File: src/rv_result_if.sv
`timescale 1ns/1ns

interface rv_result_if;

	logic        valid;
	logic [31:0] val;
	logic [31:0] jump;       // zero when not taken
	logic [3:0]  wmask;
	logic [31:0] csr_wdata;
	logic [4:0]  rd;

	modport src (
		output valid,
		output val, jump, wmask, csr_wdata, rd
	);

	modport snk (
		input valid,
		input val, jump, wmask, csr_wdata, rd
	);

endinterface

File: src/rv_result_buf.sv
`timescale 1ns/1ns

module rv_result_buf #(
	parameter int DEPTH       = 4,
	parameter int OUT_CREDITS = 2
) (
	input  logic        clk,
	input  logic        rst,
	rv_result_if.snk    res,
	input  logic        out_credit,
	output logic        in_credit,
	output logic        out_valid,
	output logic [31:0] out_val,
	output logic [31:0] out_jump,
	output logic [3:0]  out_wmask,
	output logic [31:0] out_csr_wdata,
	output logic [4:0]  out_rd
);

	localparam int AW = (DEPTH > 1) ? $clog2(DEPTH) : 1;
	localparam int CW = $clog2(DEPTH + 1);
	localparam int KW = $clog2(OUT_CREDITS + 1) + 1;  // headroom on returns

	logic [31:0] val_mem  [DEPTH];
	logic [31:0] jump_mem [DEPTH];
	logic [3:0]  mask_mem [DEPTH];
	logic [31:0] csr_mem  [DEPTH];
	logic [4:0]  rd_mem   [DEPTH];

	logic [AW-1:0] wr_ptr;
	logic [AW-1:0] rd_ptr;
	logic [CW-1:0] count;
	logic [KW-1:0] credits;
	logic          push;
	logic          pop;

	function automatic logic [AW-1:0] ptr_inc(input logic [AW-1:0] ptr);
		return (ptr == AW'(DEPTH - 1)) ? '0 : ptr + 1'b1;
	endfunction

	assign push = res.valid;  // upstream credits keep it from overflowing
	assign pop  = (count != '0) && (credits != '0);

	assign out_valid     = pop;
	assign in_credit     = pop;  // slot freed
	assign out_val       = val_mem[rd_ptr];
	assign out_jump      = jump_mem[rd_ptr];
	assign out_wmask     = mask_mem[rd_ptr];
	assign out_csr_wdata = csr_mem[rd_ptr];
	assign out_rd        = rd_mem[rd_ptr];

	always_ff @(posedge clk) begin
		if (push) begin
			val_mem[wr_ptr]  <= res.val;
			jump_mem[wr_ptr] <= res.jump;
			mask_mem[wr_ptr] <= res.wmask;
			csr_mem[wr_ptr]  <= res.csr_wdata;
			rd_mem[wr_ptr]   <= res.rd;
		end
	end

	always_ff @(posedge clk) begin
		if (rst) begin
			wr_ptr  <= '0;
			rd_ptr  <= '0;
			count   <= '0;
			credits <= KW'(OUT_CREDITS);
		end else begin
			if (push)
				wr_ptr <= ptr_inc(wr_ptr);
			if (pop)
				rd_ptr <= ptr_inc(rd_ptr);
			if (push && !pop)
				count <= count + 1'b1;
			else if (pop && !push)
				count <= count - 1'b1;
			credits <= credits + KW'(out_credit) - KW'(pop);
		end
	end

endmodule

File: src/flat_wrapper.sv
// flat-port wrapper written by rule: the top's interface ports become plain ports
module rv_result_buf_flat 
#(
	parameter int DEPTH       = 4,
	parameter int OUT_CREDITS = 2
)
  (clk, rst, out_credit, in_credit, out_valid, out_val, out_jump, out_wmask, out_csr_wdata, out_rd, res_valid, res_val, res_jump, res_wmask, res_csr_wdata, res_rd);
  rv_result_if res_i ();
  input  logic clk;
  input  logic rst;
  input  logic out_credit;
  output logic in_credit;
  output logic out_valid;
  output logic [31:0] out_val;
  output logic [31:0] out_jump;
  output logic [3:0] out_wmask;
  output logic [31:0] out_csr_wdata;
  output logic [4:0] out_rd;
  input wire logic [$bits(res_i.valid)-1:0] res_valid;
  input wire logic [$bits(res_i.val)-1:0] res_val;
  input wire logic [$bits(res_i.jump)-1:0] res_jump;
  input wire logic [$bits(res_i.wmask)-1:0] res_wmask;
  input wire logic [$bits(res_i.csr_wdata)-1:0] res_csr_wdata;
  input wire logic [$bits(res_i.rd)-1:0] res_rd;
  assign res_i.valid = res_valid;
  assign res_i.val = res_val;
  assign res_i.jump = res_jump;
  assign res_i.wmask = res_wmask;
  assign res_i.csr_wdata = res_csr_wdata;
  assign res_i.rd = res_rd;
  rv_result_buf #(.DEPTH(DEPTH), .OUT_CREDITS(OUT_CREDITS)) u_core (.clk(clk), .rst(rst), .res(res_i), .out_credit(out_credit), .in_credit(in_credit), .out_valid(out_valid), .out_val(out_val), .out_jump(out_jump), .out_wmask(out_wmask), .out_csr_wdata(out_csr_wdata), .out_rd(out_rd));
endmodule
File: config.mk
export PLATFORM = sky130hd
export DESIGN_NAME = rv_result_buf_flat
export DESIGN_NICKNAME = d
export VERILOG_FILES = /design/src/rv_result_if.sv /design/src/rv_result_buf.sv /design/src/flat_wrapper.sv
export SDC_FILE = /design/constraint.sdc
export NUM_CORES = 1
export LEC_CHECK = 0
export BUFFER_PORTS_ARGS = -buffer_cell sky130_fd_sc_hd__buf_2
export CAP_MARGIN = 15
export CORE_MARGIN = 2
export CORE_UTILIZATION = 31
export DETAILED_ROUTE_END_ITERATION = 8
export SYNTH_ARGS = -nofsm -noshare
export SYNTH_HDL_FRONTEND = slang
export SYNTH_SLANG_ARGS = --single-unit
File: constraint.sdc
create_clock -name clk -period 4.7 [get_ports clk]
set_input_delay 0.235 -clock clk [delete_from_list [all_inputs] [get_ports clk]]
set_output_delay 0.235 -clock clk [all_outputs]
set_load 0.01 [all_outputs]
* Yosys cells after proc, flatten, opt, wreduce, memory -nomap -nowiden *
Memory sizes are Yosys's and may differ from the RTL's. A register that Yosys moved wholly into a read port is not among the register bits.
Index checks and enable logic that the tools add are counted.

word-level totals
  RAM bits = 420
  output and inout bits = 107
  memories = 5
  register bits = 10

memories
  memory           depth  width  read ports  clocked after Yosys merged registers in  wr ports  line                 text
  u_core.csr_mem   4      32     1           1                                        1         rv_result_buf.sv:27  logic [31:0] csr_mem [DEPTH];
  u_core.jump_mem  4      32     1           1                                        1         rv_result_buf.sv:25  logic [31:0] jump_mem [DEPTH];
  u_core.val_mem   4      32     1           1                                        1         rv_result_buf.sv:24  logic [31:0] val_mem [DEPTH];
  u_core.rd_mem    4      5      1           1                                        1         rv_result_buf.sv:28  logic [4:0] rd_mem [DEPTH];
  u_core.mask_mem  4      4      1           1                                        1         rv_result_buf.sv:26  logic [3:0] mask_mem [DEPTH];

cells by class
  reduce and logical (&&, ||, !) cells = 8
  $add $sub $neg = 6
  muxes and demuxes = 16
  equality and inequality tests = 2

operator list
  kind                                                                number
  2-bit 2-to-1 mux                                                    12
  3-bit 2-to-1 mux                                                    2
  3-bit nonzero test                                                  2
  2-bit by 1-bit adder with 2-bit output, second input constant       2
  2-bit equality test, second input constant                          2
  3-bit by 1-bit adder with 3-bit output                              1
  3-bit by 1-bit adder with 3-bit output, second input constant       1
  1-bit logical AND                                                   3
  3-bit by 1-bit subtractor with 3-bit output                         1
  3-bit by 1-bit subtractor with 3-bit output, second input constant  1
  1-bit logical NOT                                                   2
  1-bit 2-to-1 mux                                                    2
  2-bit nonzero test                                                  1

* Longest topological paths before layout *
Gate-level depths: netlist (run 1).

  depth in word-level cells = 5
  gate-level depth with buffers = 10
  mapped depth without buffers = 10

* Least setup slack after synthesis (run 1) *
Ideal clock, no wire load.

  kind = register to register
  start point = reg u_core.wr_ptr[0]
  end point = mem u_core.csr_mem[3][0] (enable)
  buffers on the path = 0
  clock period less this slack = 3.445 ns
  cell stages (with the launch flop) = 3
  slack = 1.255 ns
  arrival time = 2.970 ns
  cells stage by stage = dfxtp_1 -> ha_1 -> and2_1

RTL lines
  what                    line                 text
  from (decl)             rv_result_buf.sv:30  logic [AW-1:0] wr_ptr;
  from (signal assigned)  rv_result_buf.sv:70  wr_ptr <= ptr_inc(wr_ptr);
  to (decl)               rv_result_buf.sv:27

Straight into the memory's write port.

==> reports/qor.csv, run 1 <==
stage,metric,value,unit
run_status,outcome,"finished, final reports clean",
placed_design,RD Place Congestion,0.705,
timing,final hold violations,0,
layout,P&R area growth vs syn,29.6,%
placed_design,Cells after DPL,1486,
critical_path,Worst EP required,4470,ps
route,WL/cell,19.2,um
global_route,largest net degree at the start of global routing,106,
layout,final core area utilization,0.408,
global_route,busiest grt layer,met2,
power,VDD IR max,0.000529,V
clock_network,CTS Root Cell,clkbuf_16,
synthesis,Syn Inst Count,613,
critical_path,CP max stage cell,dfxtp_4,
clock_network,H-tree levels,2,
floorplan,full die area,52700,um^2
synthesis,Post-Syn Nets,732,
global_route,first-pass GRT wire length,48.9,mm
critical_path,Crit. End Element,output pin,
synthesis,ys async rst share,0,
route,drt first pass iters,4,
floorplan,I/O pin cnt,216,
layout,share of layout cells above drive strength 1,0.415,
clock_network,clock slew at reported path FFs,60,ps
placed_design,Detail Placement HPWL,18.3,mm
critical_path,Worst Path Buf+Inv,2,
clock_network,clk buf depth,3,
clock_network,post-CTS sizing,0,
clock_network,worst skew pair latency,560,ps
placed_design,Buffers on Ports,215,
critical_path,CP max FO,33,
synthesis,Post-synth EDFFs,420,
min_path,worst hold path type,primary input to flip-flop,
power,Lkg Pwr,6.93,nW
synthesis,syn avg cell area,25.8,um^2
timing,Max Clock Skew,17.2,ps
floorplan,total core area,50200,um^2
timing,maximum clock rate,335,MHz
critical_path,critical setup path kind,flip-flop to output pin,
clock_network,# hold bufs at CTS,108,
timing,crit share post-route,0.636,
timing,worst hold margin,62.8,ps
timing,fin crit period,2990,ps
clock_network,Post-CTS Setup Bufs,0,
global_route,initial antenna violation count,3,
synthesis,synthesized flop and latch total,432,
synthesis,predominant post-synthesis flop cell,edfxtp_1,
power,PwrDens,527,nW/um^2
floorplan,DIE WIDTH,230,um
global_route,Overflow after GRT,0,
placed_design,DP Area,17600,um^2
floorplan,Std-Cell Rows,82,
critical_path,"CP delay by family, top",flip-flops,
critical_path,worst path arrival time,2750,ps
critical_path,crit path launch type,flip-flop,
critical_path,CP cell instances,buf_4 > mux4_2 > buf_2,
timing,"Slew Viols, Final",0,
global_route,met3 Track Usage GR,0.0377,
timing,Worst Tran Pin Value,1020,ps
critical_path,CP max stage delay,820,ps
route,residual DRC count,0,
route,post-route ant nets,0,
route,vias per std cell,4.49,
timing,setup TNS,0,ps
layout,final net count,1090,
timing,unrepaired setup endpoints after global routing,no,
layout,Post-Layout Cell Count,1682,
route,initial drt markers,441,
route,drt total wl,32.4,mm
synthesis,synthesized area,15800,um^2
job,Max-Cap Viols,0,
synthesis,sequential share of the synthesized area,0.814,
global_route,vias in the first global route,8317,
clock_network,CTS Sinks,432,
synthesis,Synth cell types,24,
timing,Slew HR,0.323,
floorplan,DIE HEIGHT,230,um
clock_network,TritonCTS clock tree,yes,
route,via count,7559,
layout,Final Cell Area,20500,um^2
global_route,M1 GR Usage,0.166,
floorplan,initial cell density of the core,0.315,
timing,final setup vio count,0,
global_route,all-layer global routing usage,0.123,
layout,Layout fillers,4425,
global_route,met2 Use GR,0.193,
synthesis,synthesis warning total,0,
clock_network,Num CTS Buffers,47,
## per-stage QoR
step           setup WS (ps)  total power, mW
2_1_floorplan           1260             6.05
3_3_place_gp            2160             6.82
3_5_place_dp            2140             6.85
4_1_cts                 1530             11.0
5_1_grt                 1410             11.3
6_report                1710             10.8
## cell families after synthesis
| kind of cell | synth area share |
|---|---|
| buf+inv | 0.0143 |
| flops | 0.814 |
| fa+ha+maj | 0.00888 |
| simple gates | 0.00753 |
| compound gates | 0.000951 |
| mux | 0.152 |
| xor+xnor | 0.00166 |
## synth_stat cells, drive strengths merged (2+ instances only)
| library cell | instances | area, um^2 |
|---|---|---|
| a21oi | 2 | 10.0 |
| and2 | 5 | 31.3 |
| buf | 20 | 174 |
| clkbuf | 6 | 22.5 |
| dfxtp | 12 | 240 |
| edfxtp | 420 | 12600 |
| fa | 2 | 40.0 |
| ha | 8 | 100 |
| inv | 8 | 30.0 |
| mux2i | 3 | 30.0 |
| mux4 | 105 | 2360 |
| nand2b | 3 | 18.8 |
| nor2 | 6 | 22.5 |
| nor2b | 2 | 12.5 |
| nor3 | 4 | 20.0 |
| xor2 | 3 | 26.3 |
## final cells by class
cell class                      instances  area [um^2]  share of cell area
Antenna cell                            2         5.00            0.000245
Clock buffer                           57         1310              0.0639
Clock inverter                         29          422              0.0206
Inverter                                8         30.0             0.00147
Multi-Input combinational cell        147         2720               0.133
Sequential cell                       432        12900               0.629
Tap cell                              672          841              0.0411
Timing Repair Buffer                  335         2270               0.111
## power breakdown
part           internal [mW]  leakage [nW]  switching, mW
Sequential              4.42          3.96          0.209
Clock                   2.53         0.833           1.48
Combinational           1.10          2.14           1.04
Total                   8.06          6.93           2.73
## per-layer routing
layer	vias up	wire, um
met1	3930	14200
met2	234	15100
met5	-	7
li1	3342	-
met3	51	2430
met4	2	614
## layout by cell type (no fill, tap or decap), types with 3 or more instances in the layout
cell type,instances
clkbuf_16,49
dfxtp_1,10
bufinv_16,10
inv_6,3
clkinv_2,5
clkinv_1,4
ha_1,8
clkinvlp_4,5
edfxtp_1,420
inv_1,8
nor3_1,4
buf_4,10
buf_2,215
dlygate4sd3_1,108
nor2_1,6
clkbuf_8,5
xor2_1,3
mux2i_1,3
nand2b_1,3
and2_4,4
clkbuf_1,3
mux4_2,105
## worst register-to-register path, delay by kind of cell (launching register included)
family	cells	cell delay (ps)
XOR/XNOR	1	160
adder cells (fa/ha/maj)	3	840
buffers and inverters	2	110
flip-flops	1	400
AND/OR/NAND/NOR	4	750
## final timing paths
| kind | start | slack (ps) | end | cells after the start |
|---|---|---|---|---|
| max reg2reg | u_core.credits[1] | 2350 | u_core.credits[2] | 10 |
| min reg2reg | u_core.count[2] | 490 | u_core.count[2] | 2 |
| max | flip-flop | 1710 | out_rd[0] | 3 |
| min | res_valid | 60 | u_core.wr_ptr[0] | 4 |
## flip-flops by register name, indices dropped and copies added (netlist names), named ones only
register         cells
u_core.csr_mem     128
u_core.jump_mem    128
u_core.val_mem     128
u_core.rd_mem       20
u_core.mask_mem     16
u_core.count         3
u_core.credits       3
u_core.rd_ptr        2
u_core.wr_ptr        2
No activity file was read; power rests on OpenSTA's default activity.
==> run 2: changes to the inputs <==
--- a/config.mk
+++ b/config.mk
@@ -5,6 +5,7 @@
 export SDC_FILE = /design/constraint.sdc
 export NUM_CORES = 1
 export LEC_CHECK = 0
+export ABC_AREA = 1
 export BUFFER_PORTS_ARGS = -buffer_cell sky130_fd_sc_hd__buf_2
 export CAP_MARGIN = 15
 export CORE_MARGIN = 2
==> constraint.sdc (replaced) <==
create_clock -name clk -period 3 [get_ports clk]
set_input_delay 0.15 -clock clk [delete_from_list [all_inputs] [get_ports clk]]
set_output_delay 0.15 -clock clk [all_outputs]
set_load 0.01 [all_outputs]
==> reports/qor.csv, run 2 <==
stage,metric,value,unit
synthesis,Synth Area in Compound Gates,0.108,
synthesis,simple-gate portion of the synthesized area,0.0566,
floorplan,Std-Cell Rows,84,
synthesis,post-synthesis xor/xnor area fraction,0.000538,
layout,final net count,1541,
synthesis,Yosys top cell by area,edfxtp_1,
placed_design,RD Place Congestion,0.733,
synthesis,ys async rst share,0,
clock_network,Num CTS Buffers,47,
synthesis,mux contribution to synthesized area,0,
critical_path,Crit Reg-Reg Startpoint,u_core.credits[1],
placed_design,Buffers on Ports,215,
clock_network,CTS Sinks,432,
floorplan,DIE WIDTH,233,um
synthesis,most frequent cell after synthesis,edfxtp_1,
synthesis,Synth Area in Adders,0.00860,
timing,crit share post-route,0.852,
min_path,worst hold path type,primary input to flip-flop,
route,drt first pass iters,5,
floorplan,DIE HEIGHT,233,um
critical_path,end of the worst register-to-register path,u_core.credits[2],
floorplan,full die area,54400,um^2
route,drt total wl,38.0,mm
critical_path,CP Depth,4,
critical_path,CP max stage delay,650,ps
critical_path,critical setup path kind,flip-flop to output pin,
critical_path,FF-to-FF path depth,13,
layout,Ant. Diodes,0,
critical_path,CP max FO,120,
global_route,first-pass GRT wire length,57.1,mm
global_route,largest net degree at the start of global routing,121,
synthesis,synthesis warning total,0,
clock_network,H-tree levels,2,
layout,Sequential cell area,12900,um^2
synthesis,synthesized area,16300,um^2
timing,PnR worst setup slack,445,ps
clock_network,worst skew pair latency,570,ps
layout,Final Cell Area,20600,um^2
placed_design,Cells after DPL,1953,
critical_path,CP cell instances,buf_12 > o21ai_0 > o22ai_1 > buf_2,
route,post-route ant nets,0,
timing,Worst Tran Pin Value,881,ps
route,initial drt markers,620,
power,Lkg Pwr,7.21,nW
synthesis,synthesized flop and latch total,432,
timing,final hold violations,0,
job,Max-Cap Viols,0,
timing,unrepaired setup endpoints after global routing,no,
critical_path,Crit. End Element,output pin,
synthesis,Synth cell types,25,
timing,setup TNS,0,ps
floorplan,total core area,52200,um^2
critical_path,critical path capture point,out_jump[11],
critical_path,"CP delay by family, top",flip-flops,
timing,"Slew Viols, Final",0,
floorplan,initial cell density of the core,0.312,
power,VDD IR max,0.000519,V
global_route,Overflow after GRT,0,
synthesis,combinational family with the most area after synthesis,compound AO/OA/AOI/OAI gates,
synthesis,syn avg cell area,14.8,um^2
global_route,vias in the first global route,10100,
placed_design,Detail Placement HPWL,20.5,mm
clock_network,CTS Root Cell,clkbuf_16,
synthesis,"top cells by area, synth","edfxtp_1 77%, nor2_1 5.2%, o22ai_1 4.0%",
run_status,outcome,"finished, final reports clean",
critical_path,CP max stage cell,dfxtp_4,
synthesis,predominant post-synthesis flop cell,edfxtp_1,
placed_design,DP Area,18000,um^2
critical_path,crit path launch type,flip-flop,
route,WL/cell,17.7,um
timing,Slew HR,0.411,
global_route,all-layer global routing usage,0.137,
route,residual DRC count,0,
floorplan,I/O pin cnt,216,
timing,fin crit period,2550,ps
timing,final setup vio count,0,
layout,area occupied by multi-input gates,2830,um^2
synthesis,top cell type's share of synthesized area,0.774,
timing,maximum clock rate,391,MHz
layout,Post-Layout Cell Count,2142,
clock_network,post-CTS sizing,0,
layout,most frequent cells in the layout,"420 x edfxtp_1, 224 x nor2_1, 215 x buf_2",
synthesis,synth cell count leaders,"420 x edfxtp_1, 224 x nor2_1, 109 x o21ai_0",
synthesis,sequential share of the synthesized area,0.789,
synthesis,Post-synth EDFFs,420,
critical_path,r2r setup slk,840,ps
route,via count,10200,
global_route,initial antenna violation count,2,
synthesis,Syn Inst Count,1100,
clock_network,clock slew at reported path FFs,60,ps
synthesis,Post-Syn Nets,1219,
clock_network,TritonCTS clock tree,yes,
clock_network,Post-CTS Setup Bufs,0,
placed_design,DP Worst Slack,800,ps
critical_path,Worst EP required,2850,ps
layout,P&R area growth vs syn,26.7,%
layout,Largest regs,"u_core.csr_mem x128, u_core.jump_mem x128, u_core.val_mem x128",
critical_path,worst path arrival time,2400,ps
layout,"most common cell after layout, fill and taps aside",edfxtp_1,
critical_path,Worst Path Buf+Inv,2,
route,vias per std cell,4.74,
clock_network,clk buf depth,3,
layout,share of layout cells above drive strength 1,0.215,
timing,Max Clock Skew,9.80,ps
layout,Layout fillers,4805,
power,PwrDens,842,nW/um^2
-- run 2: layout make-up --
| type | count | share of cell area |
|---|---|---|
| clock buffers | 62 | 0.0632 |
| repair buffers | 342 | 0.119 |
| clock inverters | 19 | 0.0108 |
| well taps | 688 | 0.0417 |
| multi-input cells | 577 | 0.137 |
| inverters | 22 | 0.00509 |
| flip-flops and latches | 432 | 0.623 |
-- run 2: worst min-delay path by stage --
stage,from,end,slack [ps],cells after the start
finish,out_credit,u_core.credits[1],200,5
floorplan,rst,u_core.credits[0],220,1
global route,out_credit,u_core.credits[1],210,5
detailed placement,res_val[31],u_core.val_mem[3][31],370,1
global placement,rst,u_core.credits[0],360,2
CTS,out_credit,u_core.credits[1],160,5
-- run 2: cell families after synthesis --
group	count (synthesis)
xor gates and xnor gates	1
DFF	432
AOI/OAI and AO/OA	322
adders and majority gates	10
buffers and inverters	91
and+or+nand+nor	244
-- run 2: routing by layer --
layer | track usage | vias to the layer above | part of all wire
li1 | - | 4789 | -
met1 | 0.170 | 5067 | 0.43
met2 | 0.227 | 241 | 0.48
met3 | 0.0405 | 61 | 0.072
met4 | 0.0456 | 4 | 0.022
met5 | 0 | - | 0.00079
-- run 2: metrics by stage --
stage | utilization | total power, mW | hold slack [ps]
floorplan | - | 10.2 | 221
global placement | 0.345 | 11.7 | 361
detailed placement | 0.345 | 11.8 | 365
CTS | 0.395 | 17.7 | 159
global route | 0.395 | 18.3 | 214
finish | 0.395 | 17.4 | 198
-- run 2: worst reg2reg max path: cells and delay by family, from the launching register on --
kind / cells / cell delay, ps
flops: 1 / 340
fa+ha+maj: 3 / 820
simple gates: 6 / 510
buf+inv: 3 / 200
xor+xnor: 1 / 190
-- run 2: repair_timing --
action	4_1_cts	5_1_grt
setup endpoints to repair	0	0
hold buffers	108	0
endpoints found under the hold margin	431	0
-- run 2: report_power, final --
part | internal [mW] | leakage [nW] | switching (mW) | total, mW
sequential | 6.94 | 3.96 | 0.159 | 7.10
clock | 3.47 | 0.750 | 2.25 | 5.72
combinational | 1.62 | 2.50 | 2.95 | 4.58
total | 12.0 | 7.21 | 5.36 | 17.4
==> run 3: changes to the inputs <==
--- a/config.mk
+++ b/config.mk
@@ -8,7 +8,6 @@
 export ABC_AREA = 1
 export BUFFER_PORTS_ARGS = -buffer_cell sky130_fd_sc_hd__buf_2
 export CAP_MARGIN = 15
-export CORE_MARGIN = 2
 export CORE_UTILIZATION = 31
 export DETAILED_ROUTE_END_ITERATION = 8
 export SYNTH_ARGS = -nofsm -noshare
==> reports/qor.csv, run 3 (synthesized netlist as in run 2, its figures left out) <==
stage,metric,value,unit
critical_path,Worst EP required,2850,ps
min_path,Worst Hold Path EP,u_core.credits[1],
power,Lkg Pwr,7.16,nW
min_path,Hold Path Stages,5,
critical_path,FF-to-FF path depth,13,
floorplan,I/O pin cnt,216,
power,share of power burned in registers,0.412,
job,Max-Cap Viols,0,
power,VDD IR max,0.000521,V
clock_network,Post-CTS Setup Bufs,0,
global_route,initial antenna violation count,2,
min_path,worst hold path type,primary input to flip-flop,
route,WL/cell,17.1,um
floorplan,Std-Cell Rows,83,
floorplan,initial cell density of the core,0.316,
placed_design,RD Place Congestion,0.697,
timing,fin crit period,2380,ps
route,post-route ant nets,0,
power,sw frac,0.309,
floorplan,total core area,51600,um^2
timing,"Slew Viols, Final",0,
layout,P&R area growth vs syn,26.3,%
floorplan,full die area,53500,um^2
timing,unrepaired setup endpoints after global routing,no,
route,residual DRC count,0,
placed_design,DP Area,18000,um^2
clock_network,# hold bufs at CTS,108,
route,initial drt markers,575,
timing,final hold violations,0,
critical_path,critical setup path kind,flip-flop to output pin,
placed_design,Cells after DPL,1943,
critical_path,end of the worst register-to-register path,u_core.credits[2],
clock_network,Num CTS Buffers,47,
power,total net switching power,5.30,mW
clock_network,clock slew at reported path FFs,60,ps
global_route,vias in the first global route,10200,
global_route,first-pass GRT wire length,55.8,mm
layout,Final Cell Area,20600,um^2
clock_network,CTS Sinks,432,
timing,setup TNS,0,ps
clock_network,TritonCTS clock tree,yes,
layout,Largest regs,"u_core.csr_mem x128, u_core.jump_mem x128, u_core.val_mem x128",
layout,most frequent cells in the layout,"420 x edfxtp_1, 224 x nor2_1, 215 x buf_2",
global_route,all-layer global routing usage,0.135,
timing,Max Clock Skew,11.8,ps
global_route,Overflow after GRT,0,
global_route,largest net degree at the start of global routing,109,
critical_path,worst path arrival time,2230,ps
power,clock power share,0.320,
timing,final setup vio count,0,
clock_network,post-CTS sizing,0,
timing,Worst Tran Pin Value,564,ps
clock_network,clk buf depth,3,
run_status,outcome,"finished, final reports clean",
clock_network,CTS Root Cell,clkbuf_16,
layout,final net count,1539,
route,drt total wl,36.4,mm
route,drt first pass iters,5,
layout,share of layout cells above drive strength 1,0.210,
power,Comb pwr share,0.268,
critical_path,Crit Reg-Reg Startpoint,u_core.credits[1],
placed_design,Detail Placement HPWL,19.6,mm
route,via count,10000,
layout,"most common cell after layout, fill and taps aside",edfxtp_1,
clock_network,H-tree levels,2,
floorplan,DIE WIDTH,231,um
critical_path,Crit. End Element,output pin,
timing,maximum clock rate,421,MHz
timing,crit share post-route,0.792,
layout,Post-Layout Cell Count,2132,
route,vias per std cell,4.69,
clock_network,worst skew pair latency,560,ps
critical_path,CP max FO,40,
placed_design,Buffers on Ports,215,
critical_path,crit path launch type,flip-flop,
power,PwrDens,835,nW/um^2
power,Internal Power,11.9,mW
timing,Slew HR,0.624,
critical_path,r2r setup slk,880,ps
min_path,hold_sp,out_credit,
floorplan,DIE HEIGHT,231,um
-- run 3: critical path, stage by stage (launching register included) --
cell	delay, ps
dfxtp_4	440
inv_6	310
buf_4	430
nor2_1	90
o22ai_1	190
buf_2	170
-- run 3: layer usage --
layer	routed length, um	global-route usage
met5	13	0
met2	17500	0.228
met3	2520	0.0386
met1	15800	0.166
met4	570	0.0401
-- run 3: cell type report --
class | count | area, um^2
diodes | 1 | 2.50
inverters | 22 | 104
multi-input cells | 577 | 2830
flip-flops and latches | 432 | 12900
clock inverters | 23 | 204
clock buffers | 57 | 1260
fillers | 4789 | 31000
repair buffers | 340 | 2460
well taps | 680 | 851
-- run 3: through the flow --
stage / power, mW / hold slack [ps] / setup slack, ps / utilization
floorplan: 10.2 / 221 / 350 / -
global placement: 11.7 / 364 / 869 / 0.349
detailed placement: 11.7 / 365 / 873 / 0.349
CTS: 17.4 / 187 / 542 / 0.398
global route: 18.1 / 221 / 442 / 0.399
finish: 17.2 / 207 / 624 / 0.399
-- run 3: power by group through the flow --
stage | registers [mW] | clock network [mW] | logic (mW)
6_report | 7.07 | 5.50 | 4.60
3_3_place_gp | 7.19 | 0 | 4.47
5_1_grt | 7.10 | 5.87 | 5.11
3_5_place_dp | 7.20 | 0 | 4.55
2_1_floorplan | 7.15 | 0 | 3.04
4_1_cts | 7.08 | 5.66 | 4.69
-- run 3: how the worst max path moves through the flow --
stage	slack, ps	start	cells after the start	to
floorplan	350	u_core.wr_ptr[0]	4	u_core.csr_mem[0][0]
global placement	870	u_core.credits[1]	13	u_core.credits[2]
detailed placement	870	u_core.credits[1]	13	u_core.credits[2]
CTS	540	flip-flop	5	out_csr_wdata[7]
global route	440	flip-flop	5	out_csr_wdata[7]
finish	620	flip-flop	5	out_csr_wdata[7]
